--- config.mk ---
export PLATFORM = sky130hd
export DESIGN_NAME = mipsCore
export DESIGN_NICKNAME = d
export VERILOG_FILES = /design/src/mipsPkg.sv /design/src/aluExecute.sv /design/src/instDecode.sv /design/src/mipsCore.sv /design/src/regFile.sv /design/src/resultStage.sv
export VERILOG_INCLUDE_DIRS = /design/src
export SDC_FILE = /design/constraint.sdc
export NUM_CORES = 2
export LEC_CHECK = 0
export BUFFER_PORTS_ARGS = -buffer_cell sky130_fd_sc_hd__buf_4
export CORE_MARGIN = 2
export CORE_UTILIZATION = 35
export CTS_BUF_LIST = sky130_fd_sc_hd__clkbuf_4 sky130_fd_sc_hd__clkbuf_8
export DETAILED_ROUTE_END_ITERATION = 8
export PLACE_DENSITY = 0.55
export SLEW_MARGIN = 20
export SYNTH_ARGS = -nofsm -noshare
export SYNTH_HDL_FRONTEND = slang
export SYNTH_HIERARCHICAL = 1
export SYNTH_SLANG_ARGS = --single-unit
--- constraint.sdc ---
create_clock -name clk -period 7.85 [get_ports clk]
set_input_delay 0.3925 -clock clk [delete_from_list [all_inputs] [get_ports clk]]
set_output_delay 0.3925 -clock clk [all_outputs]
set_load 0.1 [all_outputs]
--- src/mips_cfg.svh ---
`ifndef MIPS_CFG_SVH
`define MIPS_CFG_SVH

////////////////////
// datapath sizing
////////////////////

`define MIPS_DATA_W   32    // word width
`define MIPS_REG_AW   5     // register address bits
`define MIPS_NUM_REGS 32    // general purpose registers

////////////////////
// fixed registers
////////////////////

`define MIPS_LINK_REG 31    // jal return address

`endif

--- src/mipsPkg.sv ---
`include "mips_cfg.svh"

package mipsPkg;

    typedef logic [`MIPS_DATA_W-1:0] word_t;
    typedef logic [`MIPS_REG_AW-1:0] regAddr_t;

    // primary opcode, inst[31:26]
    typedef enum logic [5:0] {
        OpSpecial = 6'b000000,
        OpBltz    = 6'b000001,
        OpJ       = 6'b000010,
        OpJal     = 6'b000011,
        OpBeq     = 6'b000100,
        OpBne     = 6'b000101,
        OpBgtz    = 6'b000111,
        OpAddi    = 6'b001000,
        OpAndi    = 6'b001100,
        OpOri     = 6'b001101,
        OpXori    = 6'b001110,
        OpLui     = 6'b001111
    } opcode_e;

    // special group, inst[5:0]
    typedef enum logic [5:0] {
        FnSll  = 6'b000000,
        FnSrl  = 6'b000010,
        FnSra  = 6'b000011,
        FnJr   = 6'b001000,
        FnJalr = 6'b001001,
        FnAdd  = 6'b100000,
        FnSub  = 6'b100010,
        FnAnd  = 6'b100100,
        FnOr   = 6'b100101,
        FnXor  = 6'b100110,
        FnSlt  = 6'b101010
    } funct_e;

    typedef enum logic [4:0] {
        AluNop, AluAnd, AluOr, AluXor, AluAdd, AluSub, AluSlt,
        AluSll, AluSrl, AluSra, AluLui,
        AluBeq, AluBne, AluBgtz, AluBltz,
        AluJ, AluJal, AluJr, AluJalr
    } aluOp_e;

endpackage

--- src/aluExecute.sv ---
`timescale 1ns/1ps
`include "mips_cfg.svh"

module aluExecute (
    input  mipsPkg::aluOp_e    aluOp_i,
    input  mipsPkg::word_t     opA_i,
    input  mipsPkg::word_t     opB_i,
    input  mipsPkg::word_t     regbRaw_i,
    input  logic               regcWr_i,
    input  mipsPkg::regAddr_t  regcAddr_i,
    input  mipsPkg::word_t     brTarget_i,
    output mipsPkg::word_t     aluResult_o,
    output logic               wrEn_o,
    output mipsPkg::regAddr_t  wrAddr_o,
    output logic               jTaken_o,
    output mipsPkg::word_t     jTarget_o
);
    import mipsPkg::*;

    localparam int ShW = $clog2(`MIPS_DATA_W);

    logic [ShW-1:0] shAmt;
    logic           aZero;
    logic           aNeg;

    assign shAmt = opB_i[ShW-1:0];
    assign aZero = (opA_i == '0);
    assign aNeg  = opA_i[`MIPS_DATA_W-1];

    ////////////////////
    // alu
    ////////////////////

    always_comb
    begin
        case (aluOp_i)
            AluAnd:          aluResult_o = opA_i & opB_i;
            AluOr:           aluResult_o = opA_i | opB_i;
            AluXor:          aluResult_o = opA_i ^ opB_i;
            AluAdd:          aluResult_o = opA_i + opB_i;    // wraps
            AluSub:          aluResult_o = opA_i - opB_i;
            AluSlt:          aluResult_o = word_t'($signed(opA_i) < $signed(opB_i));
            AluSll:          aluResult_o = opA_i << shAmt;
            AluSrl:          aluResult_o = opA_i >> shAmt;
            AluSra:          aluResult_o = word_t'($signed(opA_i) >>> shAmt);
            AluLui:          aluResult_o = opB_i;
            AluJal, AluJalr: aluResult_o = opA_i;            // link value
            default:         aluResult_o = '0;
        endcase
    end

    ////////////////////
    // branch decision
    ////////////////////

    always_comb
    begin
        case (aluOp_i)
            AluBeq:                     jTaken_o = (opA_i == regbRaw_i);
            AluBne:                     jTaken_o = (opA_i != regbRaw_i);
            AluBgtz:                    jTaken_o = !aNeg && !aZero;
            AluBltz:                    jTaken_o = aNeg;
            AluJ, AluJal, AluJr, AluJalr: jTaken_o = 1'b1;
            default:                    jTaken_o = 1'b0;
        endcase
    end

    assign wrEn_o    = regcWr_i;
    assign wrAddr_o  = regcAddr_i;
    assign jTarget_o = brTarget_i;

endmodule

--- src/instDecode.sv ---
`timescale 1ns/1ps
`include "mips_cfg.svh"

module instDecode (
    input  logic               instValid_i,
    input  mipsPkg::word_t     inst_i,
    input  mipsPkg::word_t     pc_i,
    input  mipsPkg::word_t     regaData_i,
    input  mipsPkg::word_t     regbData_i,
    output mipsPkg::regAddr_t  regaAddr_o,
    output mipsPkg::regAddr_t  regbAddr_o,
    output mipsPkg::aluOp_e    aluOp_o,
    output mipsPkg::word_t     opA_o,
    output mipsPkg::word_t     opB_o,
    output logic               regcWr_o,
    output mipsPkg::regAddr_t  regcAddr_o,
    output mipsPkg::word_t     brTarget_o
);
    import mipsPkg::*;

    opcode_e  opcode;
    funct_e   funct;
    regAddr_t rs;
    regAddr_t rt;
    regAddr_t rd;
    word_t    pcPlus4;
    word_t    immSext;
    word_t    immZext;
    word_t    immLui;
    word_t    immShamt;
    word_t    brOffset;
    word_t    branchTgt;
    word_t    jumpTgt;
    word_t    imm;
    logic     useImm;
    logic     linkPc;
    aluOp_e   aluOp;
    logic     regcWr;

    ////////////////////
    // field split
    ////////////////////

    assign opcode   = opcode_e'(inst_i[31:26]);
    assign funct    = funct_e'(inst_i[5:0]);
    assign rs       = inst_i[25:21];
    assign rt       = inst_i[20:16];
    assign rd       = inst_i[15:11];
    assign pcPlus4  = pc_i + word_t'(4);

    assign immSext  = {{(`MIPS_DATA_W-16){inst_i[15]}}, inst_i[15:0]};
    assign immZext  = {{(`MIPS_DATA_W-16){1'b0}}, inst_i[15:0]};
    assign immLui   = {inst_i[15:0], {(`MIPS_DATA_W-16){1'b0}}};
    assign immShamt = {{(`MIPS_DATA_W-5){1'b0}}, inst_i[10:6]};
    assign brOffset = {immSext[`MIPS_DATA_W-3:0], 2'b00};   // word offset in bytes

    assign branchTgt = pcPlus4 + brOffset;
    assign jumpTgt   = {pcPlus4[`MIPS_DATA_W-1:`MIPS_DATA_W-4], inst_i[25:0], 2'b00};

    ////////////////////
    // opcode decode
    ////////////////////

    always_comb
    begin
        aluOp      = AluNop;
        regcWr     = 1'b0;
        regaAddr_o = '0;
        regbAddr_o = '0;
        regcAddr_o = '0;
        imm        = '0;
        useImm     = 1'b0;
        linkPc     = 1'b0;
        case (opcode)
            OpSpecial:
            begin
                regaAddr_o = rs;
                regbAddr_o = rt;
                regcAddr_o = rd;
                case (funct)
                    FnAnd:   aluOp = AluAnd;
                    FnOr:    aluOp = AluOr;
                    FnXor:   aluOp = AluXor;
                    FnAdd:   aluOp = AluAdd;
                    FnSub:   aluOp = AluSub;
                    FnSlt:   aluOp = AluSlt;
                    FnSll:   aluOp = AluSll;
                    FnSrl:   aluOp = AluSrl;
                    FnSra:   aluOp = AluSra;
                    FnJr:    aluOp = AluJr;
                    FnJalr:  aluOp = AluJalr;
                    default: aluOp = AluNop;
                endcase
                if (aluOp inside {AluSll, AluSrl, AluSra})
                begin
                    regaAddr_o = rt;        // shifts operate on rt
                    regbAddr_o = '0;
                    imm        = immShamt;
                    useImm     = 1'b1;
                end
                if (aluOp inside {AluJr, AluJalr})
                    regbAddr_o = '0;
                regcWr = (aluOp != AluNop) && (aluOp != AluJr);
                linkPc = (aluOp == AluJalr);
            end
            OpAddi, OpAndi, OpOri, OpXori:
            begin
                case (opcode)
                    OpAddi:  aluOp = AluAdd;
                    OpAndi:  aluOp = AluAnd;
                    OpOri:   aluOp = AluOr;
                    default: aluOp = AluXor;
                endcase
                regaAddr_o = rs;
                regcAddr_o = rt;
                regcWr     = 1'b1;
                imm        = (opcode == OpAddi) ? immSext : immZext;
                useImm     = 1'b1;
            end
            OpLui:
            begin
                aluOp      = AluLui;
                regcAddr_o = rt;
                regcWr     = 1'b1;
                imm        = immLui;
                useImm     = 1'b1;
            end
            OpBeq, OpBne:
            begin
                aluOp      = (opcode == OpBeq) ? AluBeq : AluBne;
                regaAddr_o = rs;
                regbAddr_o = rt;
                imm        = brOffset;
                useImm     = 1'b1;
            end
            OpBgtz, OpBltz:
            begin
                aluOp      = (opcode == OpBgtz) ? AluBgtz : AluBltz;
                regaAddr_o = rs;
                imm        = brOffset;
                useImm     = 1'b1;
            end
            OpJ:
                aluOp = AluJ;
            OpJal:
            begin
                aluOp      = AluJal;
                regcAddr_o = regAddr_t'(`MIPS_LINK_REG);
                regcWr     = 1'b1;
                linkPc     = 1'b1;
            end
            default:
                aluOp = AluNop;
        endcase
        if (!instValid_i)
        begin
            aluOp  = AluNop;            // bubble
            regcWr = 1'b0;
        end
    end

    assign aluOp_o    = aluOp;
    assign regcWr_o   = regcWr;
    assign opA_o      = linkPc ? pcPlus4 : regaData_i;   // return address
    assign opB_o      = useImm ? imm : regbData_i;
    assign brTarget_o = (aluOp inside {AluJr, AluJalr}) ? regaData_i :
                        (aluOp inside {AluJ, AluJal})   ? jumpTgt    : branchTgt;

endmodule

--- src/mipsCore.sv ---
`timescale 1ns/1ps
`include "mips_cfg.svh"

module mipsCore (
    input  logic               clk,
    input  logic               rst_i,
    input  logic               instValid_i,
    input  mipsPkg::word_t     inst_i,
    input  mipsPkg::word_t     pc_i,
    output logic               wrEn_o,
    output mipsPkg::regAddr_t  wrAddr_o,
    output mipsPkg::word_t     wrData_o,
    output logic               jCe_o,
    output mipsPkg::word_t     jAddr_o
);
    import mipsPkg::*;

    regAddr_t regaAddr;
    regAddr_t regbAddr;
    word_t    regaData;
    word_t    regbData;
    aluOp_e   aluOp;
    word_t    opA;
    word_t    opB;
    logic     regcWr;
    regAddr_t regcAddr;
    word_t    brTarget;
    word_t    aluResult;
    logic     wrEn;
    regAddr_t wrAddr;
    logic     jTaken;
    word_t    jTarget;

    instDecode i_instDecode (
        .instValid_i (instValid_i),
        .inst_i      (inst_i),
        .pc_i        (pc_i),
        .regaData_i  (regaData),
        .regbData_i  (regbData),
        .regaAddr_o  (regaAddr),
        .regbAddr_o  (regbAddr),
        .aluOp_o     (aluOp),
        .opA_o       (opA),
        .opB_o       (opB),
        .regcWr_o    (regcWr),
        .regcAddr_o  (regcAddr),
        .brTarget_o  (brTarget)
    );

    aluExecute i_aluExecute (
        .aluOp_i     (aluOp),
        .opA_i       (opA),
        .opB_i       (opB),
        .regbRaw_i   (regbData),     // compare operand for beq/bne
        .regcWr_i    (regcWr),
        .regcAddr_i  (regcAddr),
        .brTarget_i  (brTarget),
        .aluResult_o (aluResult),
        .wrEn_o      (wrEn),
        .wrAddr_o    (wrAddr),
        .jTaken_o    (jTaken),
        .jTarget_o   (jTarget)
    );

    resultStage i_resultStage (
        .clk         (clk),
        .rst_i       (rst_i),
        .raAddr_i    (regaAddr),
        .rbAddr_i    (regbAddr),
        .aluResult_i (aluResult),
        .wrEn_i      (wrEn),
        .wrAddr_i    (wrAddr),
        .jTaken_i    (jTaken),
        .jTarget_i   (jTarget),
        .raData_o    (regaData),
        .rbData_o    (regbData),
        .wrEn_o      (wrEn_o),
        .wrAddr_o    (wrAddr_o),
        .wrData_o    (wrData_o),
        .jCe_o       (jCe_o),
        .jAddr_o     (jAddr_o)
    );

endmodule

--- src/regFile.sv ---
`timescale 1ns/1ps
`include "mips_cfg.svh"

module regFile (
    input  logic               clk,
    input  logic               rst_i,
    input  mipsPkg::regAddr_t  raAddr_i,
    input  mipsPkg::regAddr_t  rbAddr_i,
    input  logic               wrEn_i,
    input  mipsPkg::regAddr_t  wrAddr_i,
    input  mipsPkg::word_t     wrData_i,
    output mipsPkg::word_t     raData_o,
    output mipsPkg::word_t     rbData_o
);
    import mipsPkg::*;

    word_t regs [`MIPS_NUM_REGS];

    always_ff @(posedge clk)
    begin
        if (rst_i)
        begin
            for (int i = 0; i < `MIPS_NUM_REGS; i++)
                regs[i] <= '0;
        end
        else if (wrEn_i && (wrAddr_i != '0))
            regs[wrAddr_i] <= wrData_i;
    end

    // r0 reads zero, pending write bypasses the array
    function automatic word_t readPort(input regAddr_t addr);
        if (addr == '0)
            return '0;
        else if (wrEn_i && (wrAddr_i == addr))
            return wrData_i;
        else
            return regs[addr];
    endfunction

    always_comb
    begin
        raData_o = readPort(raAddr_i);
        rbData_o = readPort(rbAddr_i);
    end

endmodule

--- src/resultStage.sv ---
`timescale 1ns/1ps
`include "mips_cfg.svh"

module resultStage (
    input  logic               clk,
    input  logic               rst_i,
    input  mipsPkg::regAddr_t  raAddr_i,
    input  mipsPkg::regAddr_t  rbAddr_i,
    input  mipsPkg::word_t     aluResult_i,
    input  logic               wrEn_i,
    input  mipsPkg::regAddr_t  wrAddr_i,
    input  logic               jTaken_i,
    input  mipsPkg::word_t     jTarget_i,
    output mipsPkg::word_t     raData_o,
    output mipsPkg::word_t     rbData_o,
    output logic               wrEn_o,
    output mipsPkg::regAddr_t  wrAddr_o,
    output mipsPkg::word_t     wrData_o,
    output logic               jCe_o,
    output mipsPkg::word_t     jAddr_o
);
    import mipsPkg::*;

    always_ff @(posedge clk)
    begin
        if (rst_i)
        begin
            wrEn_o   <= 1'b0;
            wrAddr_o <= '0;
            wrData_o <= '0;
            jCe_o    <= 1'b0;
            jAddr_o  <= '0;
        end
        else
        begin
            wrEn_o   <= wrEn_i && (wrAddr_i != '0);  // r0 writes dropped
            wrAddr_o <= wrAddr_i;
            wrData_o <= aluResult_i;
            jCe_o    <= jTaken_i;
            jAddr_o  <= jTarget_i;
        end
    end

    regFile i_regFile (
        .clk      (clk),
        .rst_i    (rst_i),
        .raAddr_i (raAddr_i),
        .rbAddr_i (rbAddr_i),
        .wrEn_i   (wrEn_o),        // registered writeback
        .wrAddr_i (wrAddr_o),
        .wrData_i (wrData_o),
        .raData_o (raData_o),
        .rbData_o (rbData_o)
    );

endmodule

# After elaboration in Yosys (flattened, before gate mapping)
# Memories as Yosys holds them, arrays and structs flattened.
# Index checks and enable logic that the tools add are counted.
[word_totals]
latch_bits = 0
output_inout_bits = 71
regBits = 71
mem_bits_ro = 0
memories = 1
ram_bits = 1024
wordCells = 136
[memory_table]
columns = ["memory", "depth", "word_bits", "rd", "rd_clocked_by_memory_dff", "write_ports", "line_no", "rtl"]
rows = [
  ["i_resultStage.i_regFile.regs", 32, 32, 2, 0, 32, "regFile.sv:17", "word_t regs [`MIPS_NUM_REGS];"],
]
[op_classes]
magnitude_cmp = 1
n_mul = 0
addsub = 4
div_mod_pow = 0
reduce_logical = 31
eq_ne = 49
mux = 39
n_bitwise = 3
n_shift = 3
[ops]
columns = ["op", "count"]
rows = [
  ["one-hot mux 32 bit (11 select lines)", 1],
  ["two-way mux 32 bit", 10],
  ["one-hot mux 32 bit (4 select lines)", 1],
  ["adder 32 bit", 2],
  ["one-hot mux 5 bit (11 select lines)", 1],
  ["equality test 5 x 4 -> 1 bit (second input constant)", 10],
  ["equality test 6 x 4 -> 1 bit (second input constant)", 7],
  ["equality test 6 bit (second input constant)", 6],
  ["two-way mux 5 bit", 7],
  ["one-hot mux 5 bit (7 select lines)", 1],
  ["adder 32 x 3 -> 32 bit (second input constant)", 1],
  ["AND 32 bit", 1],
  ["equality test 32 bit", 1],
  ["zero test 32 bit", 1],
  ["less-than comparator 32 bit", 1],
  ["inequality test 32 bit", 1],
  ["OR 32 bit", 1],
  ["OR reduction 32 bit", 1],
  ["<< shifter 32 x 5 -> 32 bit", 1],
  ["right shift 32 x 5 -> 32 bit", 1],
  [">>> shifter 32 x 5 -> 32 bit", 1],
  ["subtractor 32 bit", 1],
  ["bitwise XOR 32 bit", 1],
  ["equality test 5 x 3 -> 1 bit (second input constant)", 5],
  ["other kinds (29)", 66],
]

# Logic depth before layout (Yosys ltp)
[depth]
depth_word = 16
mapped_depth = 34
depth_no_buf = 25

# Modules after synthesis
# Netlist, hierarchy kept.
[by_module_without_submodules]
columns = ["mod", "cells_per_inst", "instances", "area_per_inst_um2"]
rows = [
  ["regFile", 3847, 1, 55298.0],
  ["aluExecute", 1470, 1, 9496.6],
  ["instDecode", 607, 1, 4107.7],
  ["resultStage", 152, 1, 1914.3],
]

# Worst setup path after synthesis
# Ideal clock, no wire load.
[synth_timing]
path_kind = "input to register"
from = "in inst_i[28]"
to = "reg i_resultStage.wrData_o[29]"
n_path_buf = 9
setup_time_ns = 0.118
t_arrival_ns = 7.133
cell_stages = 32
slack_ns = 0.599
required_time_ns = 7.732
path_cell_list = "buf_2 -> nor3_2 -> and2_0 -> clkbuf_1 -> a32oi_1 -> nor2b_1 -> buf_6 -> buf_12 -> buf_2 -> mux2_2 -> o22ai_1 -> o22ai_1 -> nor4b_1 -> a211oi_1 -> a222oi_1 -> inv_1 -> buf_2 -> inv_1 -> buf_2 -> buf_1 -> buf_1 -> ha_1 -> o21bai_1 -> a21oi_2 -> o311ai_2 -> a21bo_2 -> a2111oi_2 -> o41ai_2 -> a221oi_1 -> a221o_1 -> a211o_1 -> nor2b_1"
[synth_between]
elab_chain_cells = 10
[synth_lines]
columns = ["element", "line_no", "rtl"]
rows = [
  ["start: declaration", "mipsCore.sv:8", "input mipsPkg::word_t inst_i,"],
  ["equality test 6 x 3 -> 1 bit", "instDecode.sv:74", "case (opcode)"],
  ["OR reduction 2 bit", "instDecode.sv:74", ""],
  ["one-hot mux 5 bit (2 select lines) (*)", "instDecode.sv:74", ""],
  ["via regbAddr[0]", "mipsCore.sv:19", "regAddr_t regbAddr;"],
  ["branches (longest 3 deep; another with memory read (32 x 32 bit))", "n/a", ""],
  ["two-way mux 32 bit (*)", "regFile.sv:32", "if (addr == '0)"],
  ["via regbData[1]", "mipsCore.sv:21", "word_t regbData;"],
  ["two-way mux 32 bit (*)", "instDecode.sv:165", "assign opB_o = useImm ? imm : regbData_i;"],
  ["via opB[1]", "mipsCore.sv:24", "word_t opB;"],
  ["subtractor 32 bit (tied with other cells)", "aluExecute.sv:41", "AluSub: aluResult_o = opA_i - opB_i;"],
  ["one-hot mux 32 bit (11 select lines) (*)", "aluExecute.sv:36", "case (aluOp_i)"],
  ["via aluResult[29]", "mipsCore.sv:28", "word_t aluResult;"],
  ["end signal: assignment", "resultStage.sv:38", "wrData_o <= aluResult_i;"],
  ["end: declaration", "resultStage.sv:18", "output mipsPkg::word_t wrData_o,"],
]
# Mark *: on every way through the listed nets, which the timed path passes.
# A chain may end at the register's enable or synchronous reset.

# Worst setup path in the final report
[layout_timing]
from = "in inst_i[2]"
to = "reg i_resultStage.wrData_o[19]"
[layout_between]
elab_chain_cells = 15
[layout_lines]
columns = ["element", "line_no", "rtl"]
rows = [
  ["equality test 6 x 4 -> 1 bit (tied with other cells)", "instDecode.sv:80", "case (funct)"],
  ["one-hot mux 5 bit (11 select lines) (*)", "instDecode.sv:80", ""],
  ["two-way mux 5 bit (*)", "instDecode.sv:74", ""],
  ["equality test 5 x 3 -> 1 bit / equality test 5 x 4 -> 1 bit (equally long branches)", "instDecode.sv:94", "if (aluOp inside {AluSll, AluSrl, AluSra})"],
  ["nonzero test 3 bit", "instDecode.sv:94", ""],
  ["two-way mux 5 bit", "instDecode.sv:94", ""],
  ["two-way mux 5 bit (*)", "instDecode.sv:101", "if (aluOp inside {AluJr, AluJalr})"],
  ["one-hot mux 5 bit (2 select lines) (*)", "instDecode.sv:74", ""],
  ["via regbAddr[2]", "mipsCore.sv:19", ""],
  ["branches (longest 3 deep; another with memory read (32 x 32 bit))", "n/a", ""],
  ["two-way mux 32 bit (*)", "regFile.sv:32", ""],
  ["via regbData[14]", "mipsCore.sv:21", ""],
  ["two-way mux 32 bit (*)", "instDecode.sv:165", ""],
  ["via opB[14]", "mipsCore.sv:24", ""],
  ["subtractor 32 bit / adder 32 bit (equally long branches)", "aluExecute.sv:41, aluExecute.sv:40", ""],
  ["one-hot mux 32 bit (11 select lines) (*)", "aluExecute.sv:36", ""],
  ["via aluResult[19]", "mipsCore.sv:28", ""],
]
# Mark *: on every way through the listed nets, which the timed path passes. The select of a mux whose other input is x is not followed.

==> impl_metrics.json <==
{
  "vias_per_cell": 6.289,
  "seq_area_frac_synth_pct": 45.43,
  "cts_buffers": 197,
  "avgSynthCellArea_um2": 11.66,
  "slew_viol_final": 0,
  "cts_setup_buffers": 0,
  "slew_headroom_pct": 21.03,
  "netlist_top_cells_count": "edfxtp_1 (1024), and2_1 (1009), clkbuf_1 (393)",
  "dieArea_mm2": 0.2059,
  "min_period_ps": 7729,
  "tns_ps": 0,
  "gr-total-overflow": 0,
  "start_util_pct": 35.11,
  "ctsHoldBuffers": 26,
  "synth_area_leaders": "edfxtp_1 (43%), mux4_2 (12%), and2_1 (8.9%)",
  "grt_max_degree": 79,
  "num_rows": 165,
  "port_buffers": 137,
  "cts.clk_slew.worst_paths_ps": 80,
  "power_leakage_nw": 29.54,
  "synth-edff-count": 1024,
  "antenna_found_initial": 32,
  "synthFlopType": "edfxtp_1",
  "dieWidth_um": 453.8,
  "peakVddDrop_mv": 0.1268,
  "status": "finished with violations",
  "rrSetupSlack_ps": 1040,
  "num_vias": 58340,
  "die_h_um": 453.8,
  "nFillCells": 19100,
  "hold_path_class": "in -> reg",
  "fin_util_pct": 40.60,
  "power_frac_seq_pct": 42.3,
  "finClkSkew_ps": 85.25,
  "final_cells": 9276,
  "p_comb_share_pct": 23.0,
  "grt_pass1_wl_um": 453300,
  "cp-start-kind": "primary input",
  "drt_wl_total_um": 330000,
  "yosysTopAreaCell": "edfxtp_1",
  "clock_latency_ps": 980,
  "rsz0062_at_grt": "false",
  "yosysWarnings": 6,
  "failed_checks": "DRC",
  "core_mm2": 0.2017,
  "p_sw_mw": 5.206,
  "drcViolationCount": 7,
  "nets": 6641,
  "power_frac_clock_pct": 34.6,
  "clockBufferDepth": 3,
  "power_mw": 15.93,
  "root_buffer": "clkbuf_8",
  "post-route-period-util_pct": 98.45,
  "synth_cells": 6076,
  "htree_levels": 4,
  "async_flop_share_pct": 0,
  "dr.first_iter.drc_count": 8983,
  "area_growth_pct": 15.63,
  "cp.arrival_ps": 8590,
  "cpMaxStageDelayCell": "a211oi_1",
  "ant_nets": 0,
  "dp_hpwl_um": 218500,
  "endpoint_kind": "flop",
  "worstMarginPinSlew_ps": 1177,
  "setup_viol": 0,
  "yosysUniqueCellTypes": 112,
  "synth_most_common_cell": "edfxtp_1",
  "drtPass1Iterations": 7,
  "post_cts_resized": 0,
  "cts_tree": "yes",
  "path_max_fanout": 15,
  "ios": 138,
  "dp.cells": 8886,
  "syn_area_mm2": 0.07082,
  "fmax_mhz": 129.4,
  "crit_path_frequent_cell": "buf_4",
  "critical_path.max_stage_delay_ps": 830,
  "synth_top_area_share_pct": 43.42,
  "grt_pass1_vias": 56060,
  "switching_share_pct": 32.68,
  "preCtsSetupSlack_ps": -484.7,
  "path_class": "in -> reg",
  "gr-usage-all-layers_pct": 31.33,
  "hold_violations": 0,
  "avgRoutedWirePerCell_um": 35.58,
  "drive_gt1_share_pct": 24.87,
  "synth_seq_cells": 1095,
  "power_density_mw_per_mm2": 194.6,
  "cp_data_required_time_ps": 8720,
  "cts.sink_count": 1095,
  "gp_congestion": 1.007,
  "intPower_mw": 10.73,
  "worst_slack_ps": 121.4,
  "cap_violations": 0
}
==> power groups by stage <==
stage,sequential (mW),clock [mW],combinational [mW]
floorplan,7.08,0,1.76
global placement,6.85,0,3.57
detailed placement,6.86,0,3.55
CTS,6.74,5.56,3.58
global route,6.76,5.81,3.80
finish,6.75,5.52,3.67
==> area by class of cell <==
| type | count | area, um2 | share of cell area (%) |
|---|---|---|---|
| flip-flops and latches | 1095 | 32170 | 39.29 |
| clock buffers | 263 | 3232 | 3.947 |
| well taps | 2672 | 3343 | 4.083 |
| inverters | 126 | 474.2 | 0.5791 |
| multi-input cells | 4258 | 35700 | 43.60 |
| clock inverters | 86 | 646.9 | 0.7900 |
| diodes | 15 | 37.54 | 0.04584 |
| repair buffers | 761 | 6282 | 7.672 |
==> metal layers <==
layer / share of wire, % / up-vias / wire (um) / GRT usage (%)
met5: 0.071 / - / 234 / 0.3265
met4: 5.5 / 8 / 18010 / 14.79
met3: 12 / 878 / 39780 / 9.061
met2: 44 / 4229 / 144000 / 47.43
met1: 39 / 29510 / 128000 / 41.19
li1: - / 23720 / - / -
==> path summary, 6_finish.rpt <==
kind                                                 start                              endpoint  cells after the start
worst min-delay path                             inst_i[1]              i_resultStage/jAddr_o[3]                      4
worst max register to register   i_resultStage/wrAddr_o[4]            i_resultStage/wrData_o[19]                     22
worst min register to register  i_resultStage/wrData_o[17]  i_resultStage/i_regFile/regs[13][17]                      1
worst max-delay path                             inst_i[2]            i_resultStage/wrData_o[19]                     29
==> worst max-delay path: cells and delay by family <==
| kind | cells | cell delay [ps] |
|---|---|---|
| AO/OA/AOI/OAI | 14 | 4380 |
| adder cells (fa/ha/maj) | 1 | 440 |
| AND/OR/NAND/NOR | 5 | 1390 |
| buffers and inverters | 9 | 1960 |
==> placed cells by master, fill, tap and decap left out, drive strengths merged, types with 132 or more instances in the layout <==
| master | n |
|---|---|
| nor2 | 287 |
| and2 | 1011 |
| a21oi | 252 |
| clkbuf | 263 |
| o21ai | 196 |
| edfxtp | 1024 |
| buf | 735 |
| nand2 | 291 |
| inv | 133 |
| mux2i | 291 |
| mux4 | 401 |
| ha | 132 |
==> through the flow <==
step	hold slack (ps)	cell area, um2
finish	79.48	81890
global route	45.38	81850
CTS	3.744	81850
detailed placement	810.0	77710
global placement	803.1	77710
floorplan	550.6	70930
==> sequential cells by signal, indices dropped and copies added, names as in the netlist <==
register,flops
i_resultStage/wrEn_o,1
i_resultStage/wrAddr_o,5
i_resultStage/wrData_o,32
i_resultStage/i_regFile/regs,1024
i_resultStage/jAddr_o,32
i_resultStage/jCe_o,1
==> kinds of logic after synthesis <==
kind of cell             after synthesis  synth area share, %
flip-flops                          1095                45.43
other                                  1             0.005295
XOR/XNOR                             102                1.262
AO/OA/AOI/OAI                       1222                12.09
buffers and inverters                754                4.979
AND/OR/NAND/NOR                     1997                15.67
adder cells (fa/ha/maj)              135                2.417
multiplexers                         770                18.15
Power figures use the tool's default switching activity.
